`config.mk`:
```
export PLATFORM = sky130hd
export DESIGN_NAME = apb_gpio
export DESIGN_NICKNAME = d
export VERILOG_FILES = /design/src/common/gpio_pkg.sv /design/src/common/gpio_irq_cfg_if.sv /design/src/gpio/gpio_in_sync.sv /design/src/gpio/gpio_regs.sv /design/src/gpio/gpio_irq.sv /design/src/gpio/apb_gpio.sv
export SDC_FILE = /design/constraint.sdc
export NUM_CORES = 1
export LEC_CHECK = 0
export BUFFER_PORTS_ARGS = -buffer_cell sky130_fd_sc_hd__buf_4
export CAP_MARGIN = 30
export CORE_ASPECT_RATIO = 0.6
export CORE_MARGIN = 5
export CORE_UTILIZATION = 46
export DETAILED_ROUTE_END_ITERATION = 7
export GPL_TIMING_DRIVEN = 0
export PLACE_DENSITY_LB_ADDON = 0.3
export SYNTH_ARGS = -nofsm -noshare
export SYNTH_HDL_FRONTEND = slang
export SYNTH_SLANG_ARGS = --single-unit
```
`constraint.sdc`:
```
create_clock -name HCLK -period 2.4 [get_ports HCLK]
set_input_delay 0.12 -clock HCLK [delete_from_list [all_inputs] [get_ports HCLK]]
set_output_delay 0.12 -clock HCLK [all_outputs]
set_load 0.05 [all_outputs]
```
`src/common/gpio_pkg.sv`:
```
////////////////////////////////////////////////////////////
// GPIO controller shared definitions
// pin count, APB register map, field positions in the
// register words and the vector types used across the block
////////////////////////////////////////////////////////////

package gpio_pkg;

   localparam int N_GPIO  = 32;  // pins handled by one controller
   localparam int NG_BITS = 5;   // bits needed to index one pin
   localparam int APB_AW  = 12;
   localparam int APB_DW  = 32;

   typedef logic [N_GPIO-1:0]  gpio_vec_t;  // one bit per pin
   typedef logic [NG_BITS-1:0] gpio_idx_t;
   typedef logic [APB_AW-1:0]  apb_addr_t;
   typedef logic [APB_DW-1:0]  apb_data_t;

   // register offsets
   localparam apb_addr_t REG_SETGPIO = 12'h000;  // set one pin, index in wdata
   localparam apb_addr_t REG_CLRGPIO = 12'h004;
   localparam apb_addr_t REG_TOGGPIO = 12'h008;
   localparam apb_addr_t REG_PIN0    = 12'h010;  // synchronized pad levels, read only
   localparam apb_addr_t REG_OUT0    = 12'h020;  // whole output word
   localparam apb_addr_t REG_SETSEL  = 12'h030;
   localparam apb_addr_t REG_RDSTAT  = 12'h034;  // status of the selected pin
   localparam apb_addr_t REG_SETDIR  = 12'h038;
   localparam apb_addr_t REG_SETINT  = 12'h03C;

   // direction field, bit 24 output enable and bit 25 open drain
   localparam int DIR_LSB = 24;

   // interrupt config field
   // fall and rise both clear selects a level interrupt
   localparam int INT_EN_BIT   = 16;
   localparam int INT_FALL_BIT = 17;
   localparam int INT_RISE_BIT = 18;
   localparam int INT_HIGH_BIT = 19;  // level polarity, 1 for active high

   // status word bits
   localparam int STAT_PIN_BIT = 12;
   localparam int STAT_OUT_BIT = 8;

endpackage

```
`src/common/gpio_irq_cfg_if.sv`:
```
////////////////////////////////////////////////////////////
// GPIO interrupt configuration interface
// carries the per-pin interrupt setup and pin levels from
// the register block to the interrupt unit
////////////////////////////////////////////////////////////

`timescale 1ns/100ps

interface gpio_irq_cfg_if;

   gpio_pkg::gpio_vec_t irq_en;     // per-pin enable
   gpio_pkg::gpio_vec_t irq_fall;
   gpio_pkg::gpio_vec_t irq_rise;
   gpio_pkg::gpio_vec_t irq_high;   // level polarity
   gpio_pkg::gpio_vec_t pin_level;  // synchronized pad level

   modport cfg  (output irq_en, irq_fall, irq_rise, irq_high, pin_level);
   modport eval (input  irq_en, irq_fall, irq_rise, irq_high, pin_level);

endinterface

```
`src/gpio/gpio_in_sync.sv`:
```
////////////////////////////////////////////////////////////
// GPIO input synchronizer
// three flop chain for the asynchronous pad inputs, with
// registered rise and fall pulses aligned to the last stage
////////////////////////////////////////////////////////////

`timescale 1ns/100ps

module gpio_in_sync (
   input  logic                HCLK,
   input  logic                HRESETn,
   input  gpio_pkg::gpio_vec_t gpio_in,
   output gpio_pkg::gpio_vec_t pin_level,
   output gpio_pkg::gpio_vec_t pin_rise,
   output gpio_pkg::gpio_vec_t pin_fall
);

   gpio_pkg::gpio_vec_t sync0;  // metastability stages
   gpio_pkg::gpio_vec_t sync1;
   gpio_pkg::gpio_vec_t sync2;  // holding stage

   always_ff @(posedge HCLK or negedge HRESETn) begin
      if (!HRESETn) begin
         sync0    <= '0;
         sync1    <= '0;
         sync2    <= '0;
         pin_rise <= '0;
         pin_fall <= '0;
      end else begin
         sync0    <= gpio_in;
         sync1    <= sync0;
         sync2    <= sync1;
         // compared before the last stage so the pulse lines up with it
         pin_rise <= sync1 & ~sync2;
         pin_fall <= ~sync1 & sync2;
      end
   end

   assign pin_level = sync2;

endmodule

```
`src/gpio/gpio_regs.sv`:
```
////////////////////////////////////////////////////////////
// GPIO APB register block
// decodes APB transfers with one wait state, holds output,
// direction, interrupt config and pin select, and builds
// the pad drive from the output and direction state
////////////////////////////////////////////////////////////

`timescale 1ns/100ps

module gpio_regs (
   input  logic                HCLK,
   input  logic                HRESETn,
   input  gpio_pkg::apb_addr_t PADDR,
   input  gpio_pkg::apb_data_t PWDATA,
   input  logic                PWRITE,
   input  logic                PSEL,
   input  logic                PENABLE,
   output gpio_pkg::apb_data_t PRDATA,
   output logic                PREADY,
   output logic                PSLVERR,
   input  gpio_pkg::gpio_vec_t pin_level,
   output gpio_pkg::gpio_vec_t gpio_out,
   output gpio_pkg::gpio_vec_t gpio_dir,
   gpio_irq_cfg_if.cfg         irq_cfg
);

   gpio_pkg::gpio_vec_t r_out;       // output register
   gpio_pkg::gpio_vec_t r_oe;        // direction mode, output enable
   gpio_pkg::gpio_vec_t r_od;        // direction mode, open drain
   gpio_pkg::gpio_vec_t r_irq_en;
   gpio_pkg::gpio_vec_t r_irq_fall;
   gpio_pkg::gpio_vec_t r_irq_rise;
   gpio_pkg::gpio_vec_t r_irq_high;
   gpio_pkg::gpio_idx_t r_sel;       // pin shown by RDSTAT
   gpio_pkg::gpio_idx_t wr_idx;
   gpio_pkg::apb_data_t rd_data;
   logic                access;
   logic                wr_err;
   logic                rd_err;

   // first access cycle only, PREADY closes the transfer on the next edge
   assign access = PSEL & PENABLE & ~PREADY;
   assign wr_idx = PWDATA[gpio_pkg::NG_BITS-1:0];

   // address decode, each offset is either write only, read only or both
   always_comb begin
      wr_err = 1'b1;
      rd_err = 1'b1;
      case (PADDR)
         gpio_pkg::REG_SETGPIO, gpio_pkg::REG_CLRGPIO, gpio_pkg::REG_TOGGPIO,
         gpio_pkg::REG_SETSEL, gpio_pkg::REG_SETDIR, gpio_pkg::REG_SETINT: begin
            wr_err = 1'b0;
         end
         gpio_pkg::REG_OUT0: begin
            wr_err = 1'b0;
            rd_err = 1'b0;
         end
         gpio_pkg::REG_PIN0, gpio_pkg::REG_RDSTAT: begin
            rd_err = 1'b0;
         end
         default: ;
      endcase
   end

   always_comb begin
      rd_data = '0;  // unmapped reads return zero
      case (PADDR)
         gpio_pkg::REG_PIN0: rd_data = pin_level;
         gpio_pkg::REG_OUT0: rd_data = r_out;
         gpio_pkg::REG_RDSTAT: begin
            rd_data[gpio_pkg::DIR_LSB+1:gpio_pkg::DIR_LSB] = {r_od[r_sel], r_oe[r_sel]};
            rd_data[gpio_pkg::INT_EN_BIT]   = r_irq_en[r_sel];
            rd_data[gpio_pkg::INT_FALL_BIT] = r_irq_fall[r_sel];
            rd_data[gpio_pkg::INT_RISE_BIT] = r_irq_rise[r_sel];
            rd_data[gpio_pkg::INT_HIGH_BIT] = r_irq_high[r_sel];
            rd_data[gpio_pkg::STAT_PIN_BIT] = pin_level[r_sel];
            rd_data[gpio_pkg::STAT_OUT_BIT] = r_out[r_sel];
            rd_data[gpio_pkg::NG_BITS-1:0]  = r_sel;
         end
         default: ;
      endcase
   end

   always_ff @(posedge HCLK or negedge HRESETn) begin
      if (!HRESETn) begin
         PREADY     <= 1'b0;
         PSLVERR    <= 1'b0;
         PRDATA     <= '0;
         r_out      <= '0;
         r_oe       <= '0;
         r_od       <= '0;
         r_irq_en   <= '0;
         r_irq_fall <= '0;
         r_irq_rise <= '0;
         r_irq_high <= '0;
         r_sel      <= '0;
      end else begin
         PREADY  <= access;  // one cycle pulse
         PSLVERR <= access & (PWRITE ? wr_err : rd_err);
         if (access && !PWRITE) begin
            PRDATA <= rd_data;
         end
         if (access && PWRITE && !wr_err) begin
            case (PADDR)
               gpio_pkg::REG_SETGPIO: r_out[wr_idx] <= 1'b1;
               gpio_pkg::REG_CLRGPIO: r_out[wr_idx] <= 1'b0;
               gpio_pkg::REG_TOGGPIO: r_out[wr_idx] <= ~r_out[wr_idx];
               gpio_pkg::REG_OUT0:    r_out <= PWDATA;
               gpio_pkg::REG_SETDIR: begin
                  r_oe[wr_idx] <= PWDATA[gpio_pkg::DIR_LSB];
                  r_od[wr_idx] <= PWDATA[gpio_pkg::DIR_LSB+1];
               end
               gpio_pkg::REG_SETINT: begin
                  r_irq_en[wr_idx]   <= PWDATA[gpio_pkg::INT_EN_BIT];
                  r_irq_fall[wr_idx] <= PWDATA[gpio_pkg::INT_FALL_BIT];
                  r_irq_rise[wr_idx] <= PWDATA[gpio_pkg::INT_RISE_BIT];
                  r_irq_high[wr_idx] <= PWDATA[gpio_pkg::INT_HIGH_BIT];
               end
               default: ;
            endcase
            // every indexed write also moves the status select, OUT0 does not
            if (PADDR != gpio_pkg::REG_OUT0) begin
               r_sel <= wr_idx;
            end
         end
      end
   end

   // open drain only drives the pad while the output bit is low
   assign gpio_dir = (r_od & ~r_out) | (~r_od & r_oe);
   // value is only presented where the pad is actually driven
   assign gpio_out = r_oe & r_out & gpio_dir;

   assign irq_cfg.irq_en    = r_irq_en;
   assign irq_cfg.irq_fall  = r_irq_fall;
   assign irq_cfg.irq_rise  = r_irq_rise;
   assign irq_cfg.irq_high  = r_irq_high;
   assign irq_cfg.pin_level = pin_level;

endmodule

```
`src/gpio/gpio_irq.sv`:
```
////////////////////////////////////////////////////////////
// GPIO interrupt unit
// per-pin interrupt from edge pulses or pin level, gated
// by the enable and type set in the register block
////////////////////////////////////////////////////////////

`timescale 1ns/100ps

module gpio_irq (
   input  gpio_pkg::gpio_vec_t pin_rise,
   input  gpio_pkg::gpio_vec_t pin_fall,
   gpio_irq_cfg_if.eval        irq_cfg,
   output gpio_pkg::gpio_vec_t interrupt
);

   gpio_pkg::gpio_vec_t is_level;  // no edge type selected
   gpio_pkg::gpio_vec_t hit_fall;
   gpio_pkg::gpio_vec_t hit_rise;
   gpio_pkg::gpio_vec_t hit_level;

   always_comb begin
      is_level = ~irq_cfg.irq_fall & ~irq_cfg.irq_rise;

      // edge hits are one cycle wide, same as the sync pulses
      hit_fall = irq_cfg.irq_fall & pin_fall;
      hit_rise = irq_cfg.irq_rise & pin_rise;

      // level follows the synchronized pin, polarity from irq_high
      hit_level = is_level & ~(irq_cfg.pin_level ^ irq_cfg.irq_high);

      interrupt = irq_cfg.irq_en & (hit_fall | hit_rise | hit_level);
   end

endmodule

```
`src/gpio/apb_gpio.sv`:
```
////////////////////////////////////////////////////////////
// APB GPIO controller top level
// 32 pin controller joining the input synchronizer, the
// APB register block and the per-pin interrupt unit
////////////////////////////////////////////////////////////

`timescale 1ns/100ps

module apb_gpio (
   input  logic                HCLK,
   input  logic                HRESETn,
   input  gpio_pkg::apb_addr_t PADDR,
   input  gpio_pkg::apb_data_t PWDATA,
   input  logic                PWRITE,
   input  logic                PSEL,
   input  logic                PENABLE,
   output gpio_pkg::apb_data_t PRDATA,
   output logic                PREADY,
   output logic                PSLVERR,
   input  gpio_pkg::gpio_vec_t gpio_in,
   output gpio_pkg::gpio_vec_t gpio_in_sync,
   output gpio_pkg::gpio_vec_t gpio_out,
   output gpio_pkg::gpio_vec_t gpio_dir,
   output gpio_pkg::gpio_vec_t interrupt
);

   gpio_pkg::gpio_vec_t pin_level;
   gpio_pkg::gpio_vec_t pin_rise;
   gpio_pkg::gpio_vec_t pin_fall;

   gpio_irq_cfg_if irq_cfg ();  // regs to interrupt unit

   gpio_in_sync u_in_sync (
      .HCLK      (HCLK),
      .HRESETn   (HRESETn),
      .gpio_in   (gpio_in),
      .pin_level (pin_level),
      .pin_rise  (pin_rise),
      .pin_fall  (pin_fall)
   );

   gpio_regs u_regs (
      .HCLK      (HCLK),
      .HRESETn   (HRESETn),
      .PADDR     (PADDR),
      .PWDATA    (PWDATA),
      .PWRITE    (PWRITE),
      .PSEL      (PSEL),
      .PENABLE   (PENABLE),
      .PRDATA    (PRDATA),
      .PREADY    (PREADY),
      .PSLVERR   (PSLVERR),
      .pin_level (pin_level),
      .gpio_out  (gpio_out),
      .gpio_dir  (gpio_dir),
      .irq_cfg   (irq_cfg.cfg)
   );

   gpio_irq u_irq (
      .pin_rise  (pin_rise),
      .pin_fall  (pin_fall),
      .irq_cfg   (irq_cfg.eval),
      .interrupt (interrupt)
   );

   assign gpio_in_sync = pin_level;

endmodule

```
=== Word level (Yosys, flattened, before mapping) ===
Index checks and enable logic that the tools add are counted.
W data, S select, Z words.

* Flip-flop bits (word level): 423
* Output and inout port bits: 162
* Logic and storage cells: 112

* $lt $le $gt $ge: 3
* Equal/unequal tests: 9
* Mux-type cells: 41
* Bitwise gates (word level): 30
* Reductions and logical operators: 13

{| class="wikitable"
|+ Operators by type and width
! cell !! count
|-
| $and A32 B32 Y32 || 12
|-
| $not A32 Y32 || 8
|-
| $bwmux W32 || 7
|-
| $or A32 B32 Y32 || 4
|-
| $pmux W32 S4 || 1
|-
| $eq A12 B6 Y1 const B || 5
|-
| $bmux W1 S5 || 9
|-
| $xor A32 B32 Y32 || 1
|-
| $pmux W3 S2 || 3
|-
| $pmux W5 S3 || 1
|-
| $mux W1 || 13
|-
| $eq A12 B3 Y1 const B || 1
|-
| $eq A12 B4 Y1 const B || 1
|-
| $eq A12 B5 Y1 const B || 1
|-
| $logic_not A12 Y1 || 1
|-
| $lt A5 B6 Y1 const B || 2
|-
| $ne A12 B6 Y1 const B || 1
|-
| $pmux W4 S3 || 1
|-
| $pmux W6 S2 || 1
|-
| $pmux W4 S2 || 1
|-
| $reduce_and A2 Y1 || 4
|-
| $reduce_or A7 Y1 || 1
|-
| $pmux W1 S3 || 2
|-
| $pmux W2 S3 || 1
|-
| 8 further kinds || 14
|}

=== Depth between registers and ports, before layout ===
* Depth in word-level cells: 7
* Mapped depth: 9

=== Cells and area by module ===
A second synthesis with hierarchy kept.

* Cell total of the unflattened synthesis: 1605
* Area, all modules: 20173.1 µm²

{| class="wikitable"
|+ Modules (own cells, without submodules)
! module !! instances !! cells an instance !! area an instance (µm²)
|-
| gpio_regs || 1 || 1252 || 14521.4
|-
| gpio_in_sync || 1 || 224 || 4564.4
|-
| gpio_irq || 1 || 129 || 1087.3
|}

=== Worst setup path before layout ===
OpenSTA, ideal clock, no wires.

* Path kind: reg-to-reg
* Start point: reg u_regs.PREADY
* End point: reg u_regs.r_irq_en[9] (netlist: u_regs.irq_cfg.irq_en[9])
* Library setup time: 125 ps
* Data arrival time: 2036 ps
* Slack: 239 ps
* Cell stages (with the launch flop): 7
* Buffers on the path: 1
* Cells stage by stage: dfrtp_1 > and4b_1 > nand3_1 > or2_1 > buf_2 > nor2_1 > mux2_2

* Cells in the longest elaborated chain, start to end: 5

{| class="wikitable"
|+ Ends and longest elaborated chain
! item !! line !! RTL
|-
| from (decl) || gpio_regs.sv:19 || <nowiki>output logic PREADY,</nowiki>
|-
| from (signal assigned) || gpio_regs.sv:98 || <nowiki>PREADY <= access;</nowiki>
|-
| $not A1 Y1 || gpio_regs.sv:42 || <nowiki>assign access = PSEL & PENABLE & ~PREADY;</nowiki>
|-
| $and A1 B1 Y1 || gpio_regs.sv:42 ||
|-
| $logic_and A1 B1 Y1 (2 in series) || gpio_regs.sv:103 || <nowiki>if (access && PWRITE && !wr_err) begin</nowiki>
|-
| $reduce_and A2 Y1 (no source line) || -- ||
|-
| to (signal, indexed assignment) || gpio_regs.sv:114 || <nowiki>r_irq_en[wr_idx] <= PWDATA[gpio_pkg::INT_EN_BIT];</nowiki>
|-
| to (decl) || gpio_regs.sv:30 || <nowiki>gpio_pkg::gpio_vec_t r_irq_en;</nowiki>
|}

Every way passes these cells.
A chain may end at the register's enable or synchronous reset.

=== Worst setup path after layout ===
* Start point: reg u_regs.PREADY
* End point: reg u_regs.r_irq_rise[17] (netlist: u_regs.irq_cfg.irq_rise[17])

* Cells in the longest elaborated chain, start to end: 5

{| class="wikitable"
|+ Ends and longest elaborated chain
! item !! line !! RTL
|-
| $not A1 Y1 || gpio_regs.sv:42 ||
|-
| $and A1 B1 Y1 || gpio_regs.sv:42 ||
|-
| $logic_and A1 B1 Y1 (2 in series) || gpio_regs.sv:103 ||
|-
| $reduce_and A2 Y1 (no source line) || -- ||
|-
| to (signal, indexed assignment) || gpio_regs.sv:116 || <nowiki>r_irq_rise[wr_idx] <= PWDATA[gpio_pkg::INT_RISE_BIT];</nowiki>
|-
| to (decl) || gpio_regs.sv:32 || <nowiki>gpio_pkg::gpio_vec_t r_irq_rise;</nowiki>
|}

Every way passes these cells.

==> impl_metrics.ini <==
[run_status]
outcome = finished with violations
violations = setup timing

[clocking]
worstSkewPairLatency_ns = 0.56
clk_pin_slew_worst_paths_ns = 0.07
clkSinkCount = 423
cts_tree = done
cts_buffers = 41
cts_buffer_depth = 3
cts_root_buffer = clkbuf_16
htree_levels = 2

[sta]
relSlewSlack_pct = 32.6
skew_ns = 0.0136
worst_slack_ns = -0.0838
post-route-period-util_pct = 103
tightest_slew_ns = 1.01
hold_violations = 0
finalCriticalPeriod_ns = 2.48
final-setup-viol-count = 38
slew_viol_final = 0
max_freq_mhz = 403
rsz0062_at_grt = true

[setup_path]
critPathCaptureType = flop
worstPathMaxFanout = 10
max_stage_delay_ns = 0.43
critical_path.slowest_cell = dfrtp_1
cp.arrival_ns = 2.92
critical_path_class = flop to flop
worstPathRequired_ns = 2.84
start_kind = flop
crit_chain = and4b_1, nand3_1, or2_1, buf_2, nor2_2, mux2_2

[cells_and_area]
syn_to_final_growth_pct = 25.4
final_cell_mix = dfrtp_1, buf_4, mux2_2
diodes = 0
fill_cells = 3523
nets = 1999
layoutNonFillerInstCount = 2528
drive_gt1_share_pct = 35.5
final_common_cell = dfrtp_1

[global_route]
grt_overflow = 0
grt_first_pass_wirelength_mm = 99.4
grt_max_degree = 127
grt_antenna_before_repair = 0
first_global_vias = 15300
track_usage_pct = 27.9

[placement]
dp_cells = 2392
dpl.hpwl_mm = 50.1
portBuffers = 239
place.gp.congestion = 0.935
place_worst_setup_slack_ns = -0.614

[floorplanning]
boundaryPins = 243
die_x_microns = 278
fp.coreArea_sq_um = 43000
row_count = 59
die-area_sq_um = 47600
die_h_microns = 171
initial_utilization_pct = 46.2

[synthesis]
synth_area_sq_um = 19900
synthCells = 1564
ys.flop_type = dfrtp_1
synth_edf_count = 0
synth_xor_xnor_area_share_pct = 1.59
synth_cell_types = 54
synth-simple-area-share_pct = 11.6
ys_seq_elements = 423
synth_nets = 1645
synthAdderAreaFrac_pct = 0
synth_compound_area_share_pct = 8.75
ys_seq_area_share_pct = 53.3
avgSynthCellArea_sq_um = 12.7
async_reset_ff_share_pct = 100
synth_top_family_by_area = multiplexers
synth_mux_area_share_pct = 21.8
yosysWarnings = 0

[detailed_routing]
viasPerCell = 6.01
dr.pass1.iters = 6
wl_per_cell_microns = 26.6
drtAntennaViolNets = 0
drc = 0
via_count = 15200
drt_first_iter_violations = 1551
finalWirelength_mm = 67.3

[pwr]
p_comb_share_pct = 6.6
p_sw_mw = 3.75
clock_power_share_pct = 46.4
power_density_nw_per_um2 = 634
swShare_pct = 23.7
pwr-share-seq_pct = 47.0
p_leak_nw = 11.2
vdd_drop_max_uv = 458
p_int_mw = 12.0

[job]
maxCapViolations = 0

[worst_hold_path]
hp-class = input port to flop
path summary, 6_finish.rpt:
| kind | end | slack (ns) | start | depth (start not counted) |
|---|---|---|---|---|
| setup / recovery | u_regs.irq_cfg.irq_rise[17] | -0.08 | u_regs.PREADY | 6 |
| hold / removal | u_regs.PREADY | 0.05 | PENABLE | 4 |
| setup reg to reg | u_regs.irq_cfg.irq_rise[17] | -0.08 | u_regs.PREADY | 6 |
| hold reg to reg | u_in_sync.sync1[27] | 0.34 | u_in_sync.sync0[27] | 0 |
| max in group asynchronous | u_regs.irq_cfg.irq_en[14] | 0.64 | HRESETn | 4 |
| min in group asynchronous | u_regs.r_od[27] | 0.16 | HRESETn | 2 |
flip-flops by register name (all words and copies together) (netlist names):
| name | cells |
|---|---|
| u_regs.r_sel | 5 |
| u_regs.PSLVERR | 1 |
| u_in_sync.pin_rise | 32 |
| u_in_sync.pin_fall | 32 |
| u_regs.r_od | 32 |
| u_regs.PRDATA | 32 |
| u_regs.r_oe | 32 |
| u_regs.r_out | 32 |
| u_in_sync.sync0 | 32 |
| u_in_sync.sync1 | 32 |
| u_regs.irq_cfg.irq_high | 32 |
| u_regs.irq_cfg.irq_rise | 32 |
| u_regs.irq_cfg.irq_fall | 32 |
| u_regs.PREADY | 1 |
| u_regs.irq_cfg.irq_en | 32 |
| u_in_sync.pin_level | 32 |
routing by layer:
layer | part of all wire, % | routed length [microns] | global-route usage [%] | up-vias
li1 | - | - | - | 6423
met1 | 42 | 28500 | 40.1 | 7820
met2 | 45 | 30200 | 43.0 | 826
met3 | 10 | 6910 | 7.23 | 127
met4 | 2.4 | 1640 | 6.79 | 0
met5 | 0 | 0 | 0 | -
Yosys cell counts, types with 30 or more instances:
cell type | n | area, sq um
nor3_1 | 35 | 175
nor2_1 | 32 | 120
dfrtp_1 | 423 | 10600
xor2_1 | 34 | 298
mux2i_1 | 62 | 621
a22oi_1 | 44 | 330
nor3b_1 | 37 | 278
mux4_2 | 59 | 1330
mux2_1 | 58 | 653
a21oi_1 | 36 | 180
clkbuf_1 | 44 | 165
nand3_1 | 30 | 150
a221oi_1 | 45 | 394
o21ai_2 | 30 | 263
mux2_2 | 154 | 1730
nor2b_1 | 101 | 632
inv_1 | 35 | 131
nor2_2 | 37 | 231
nand2_1 | 104 | 390
cells by family after synthesis:
kind of cell | count (synthesis)
simple gates | 409
flops | 423
mux | 333
buf+inv | 124
compound gates | 239
xor+xnor | 36
per-stage QoR:
stage          utilization [%]  setup TNS [ns]  hold WS [ns]  area (sq um)  power [mW]
4_1_cts                   57.7          -0.526        0.0219         24800        15.9
5_1_grt                   58.0           -1.86        0.0271         24900        16.3
3_5_place_dp              52.5          -43.04         0.165         22500        8.50
6_report                  58.0           -1.28        0.0475         24900        15.8
2_1_floorplan                -               0        -0.176         19900        7.93
3_3_place_gp              52.1        -1272.94         0.230         22400        8.46
critical path, delay by kind of cell (launching register included):
kind | cells | cell delay, ns
simple gates | 4 | 1.25
flops | 1 | 0.43
mux | 1 | 0.39
buf+inv | 1 | 0.28
power by group through the flow:
stage	clock, mW	combinational, mW	sequential (mW)
6_report	7.33	1.05	7.42
2_1_floorplan	0	0.276	7.65
4_1_cts	7.42	1.04	7.42
3_5_place_dp	0	0.952	7.55
3_3_place_gp	0	0.915	7.55
5_1_grt	7.72	1.12	7.43
what timing repair did:
action                     4_1_cts  5_1_grt
setup buffers                    0        0
resized for setup               37       27
hold endpoints to repair       160        0
hold buffers                    63        0
setup endpoints to repair       49       78
cell type report:
type                    instances  area [sq um]  share of cell area (%)
repair buffers                312          2590                    10.4
plain buffers                  87           523                    2.10
clock inverters                25           412                    1.65
multi-input cells            1017          8830                    35.5
flip-flops and latches        423         10600                    42.5
well taps                     579           724                    2.91
inverters                      36           135                   0.542
clock buffers                  49          1110                    4.45
Note: power is estimated with default switching activity, not from simulation.
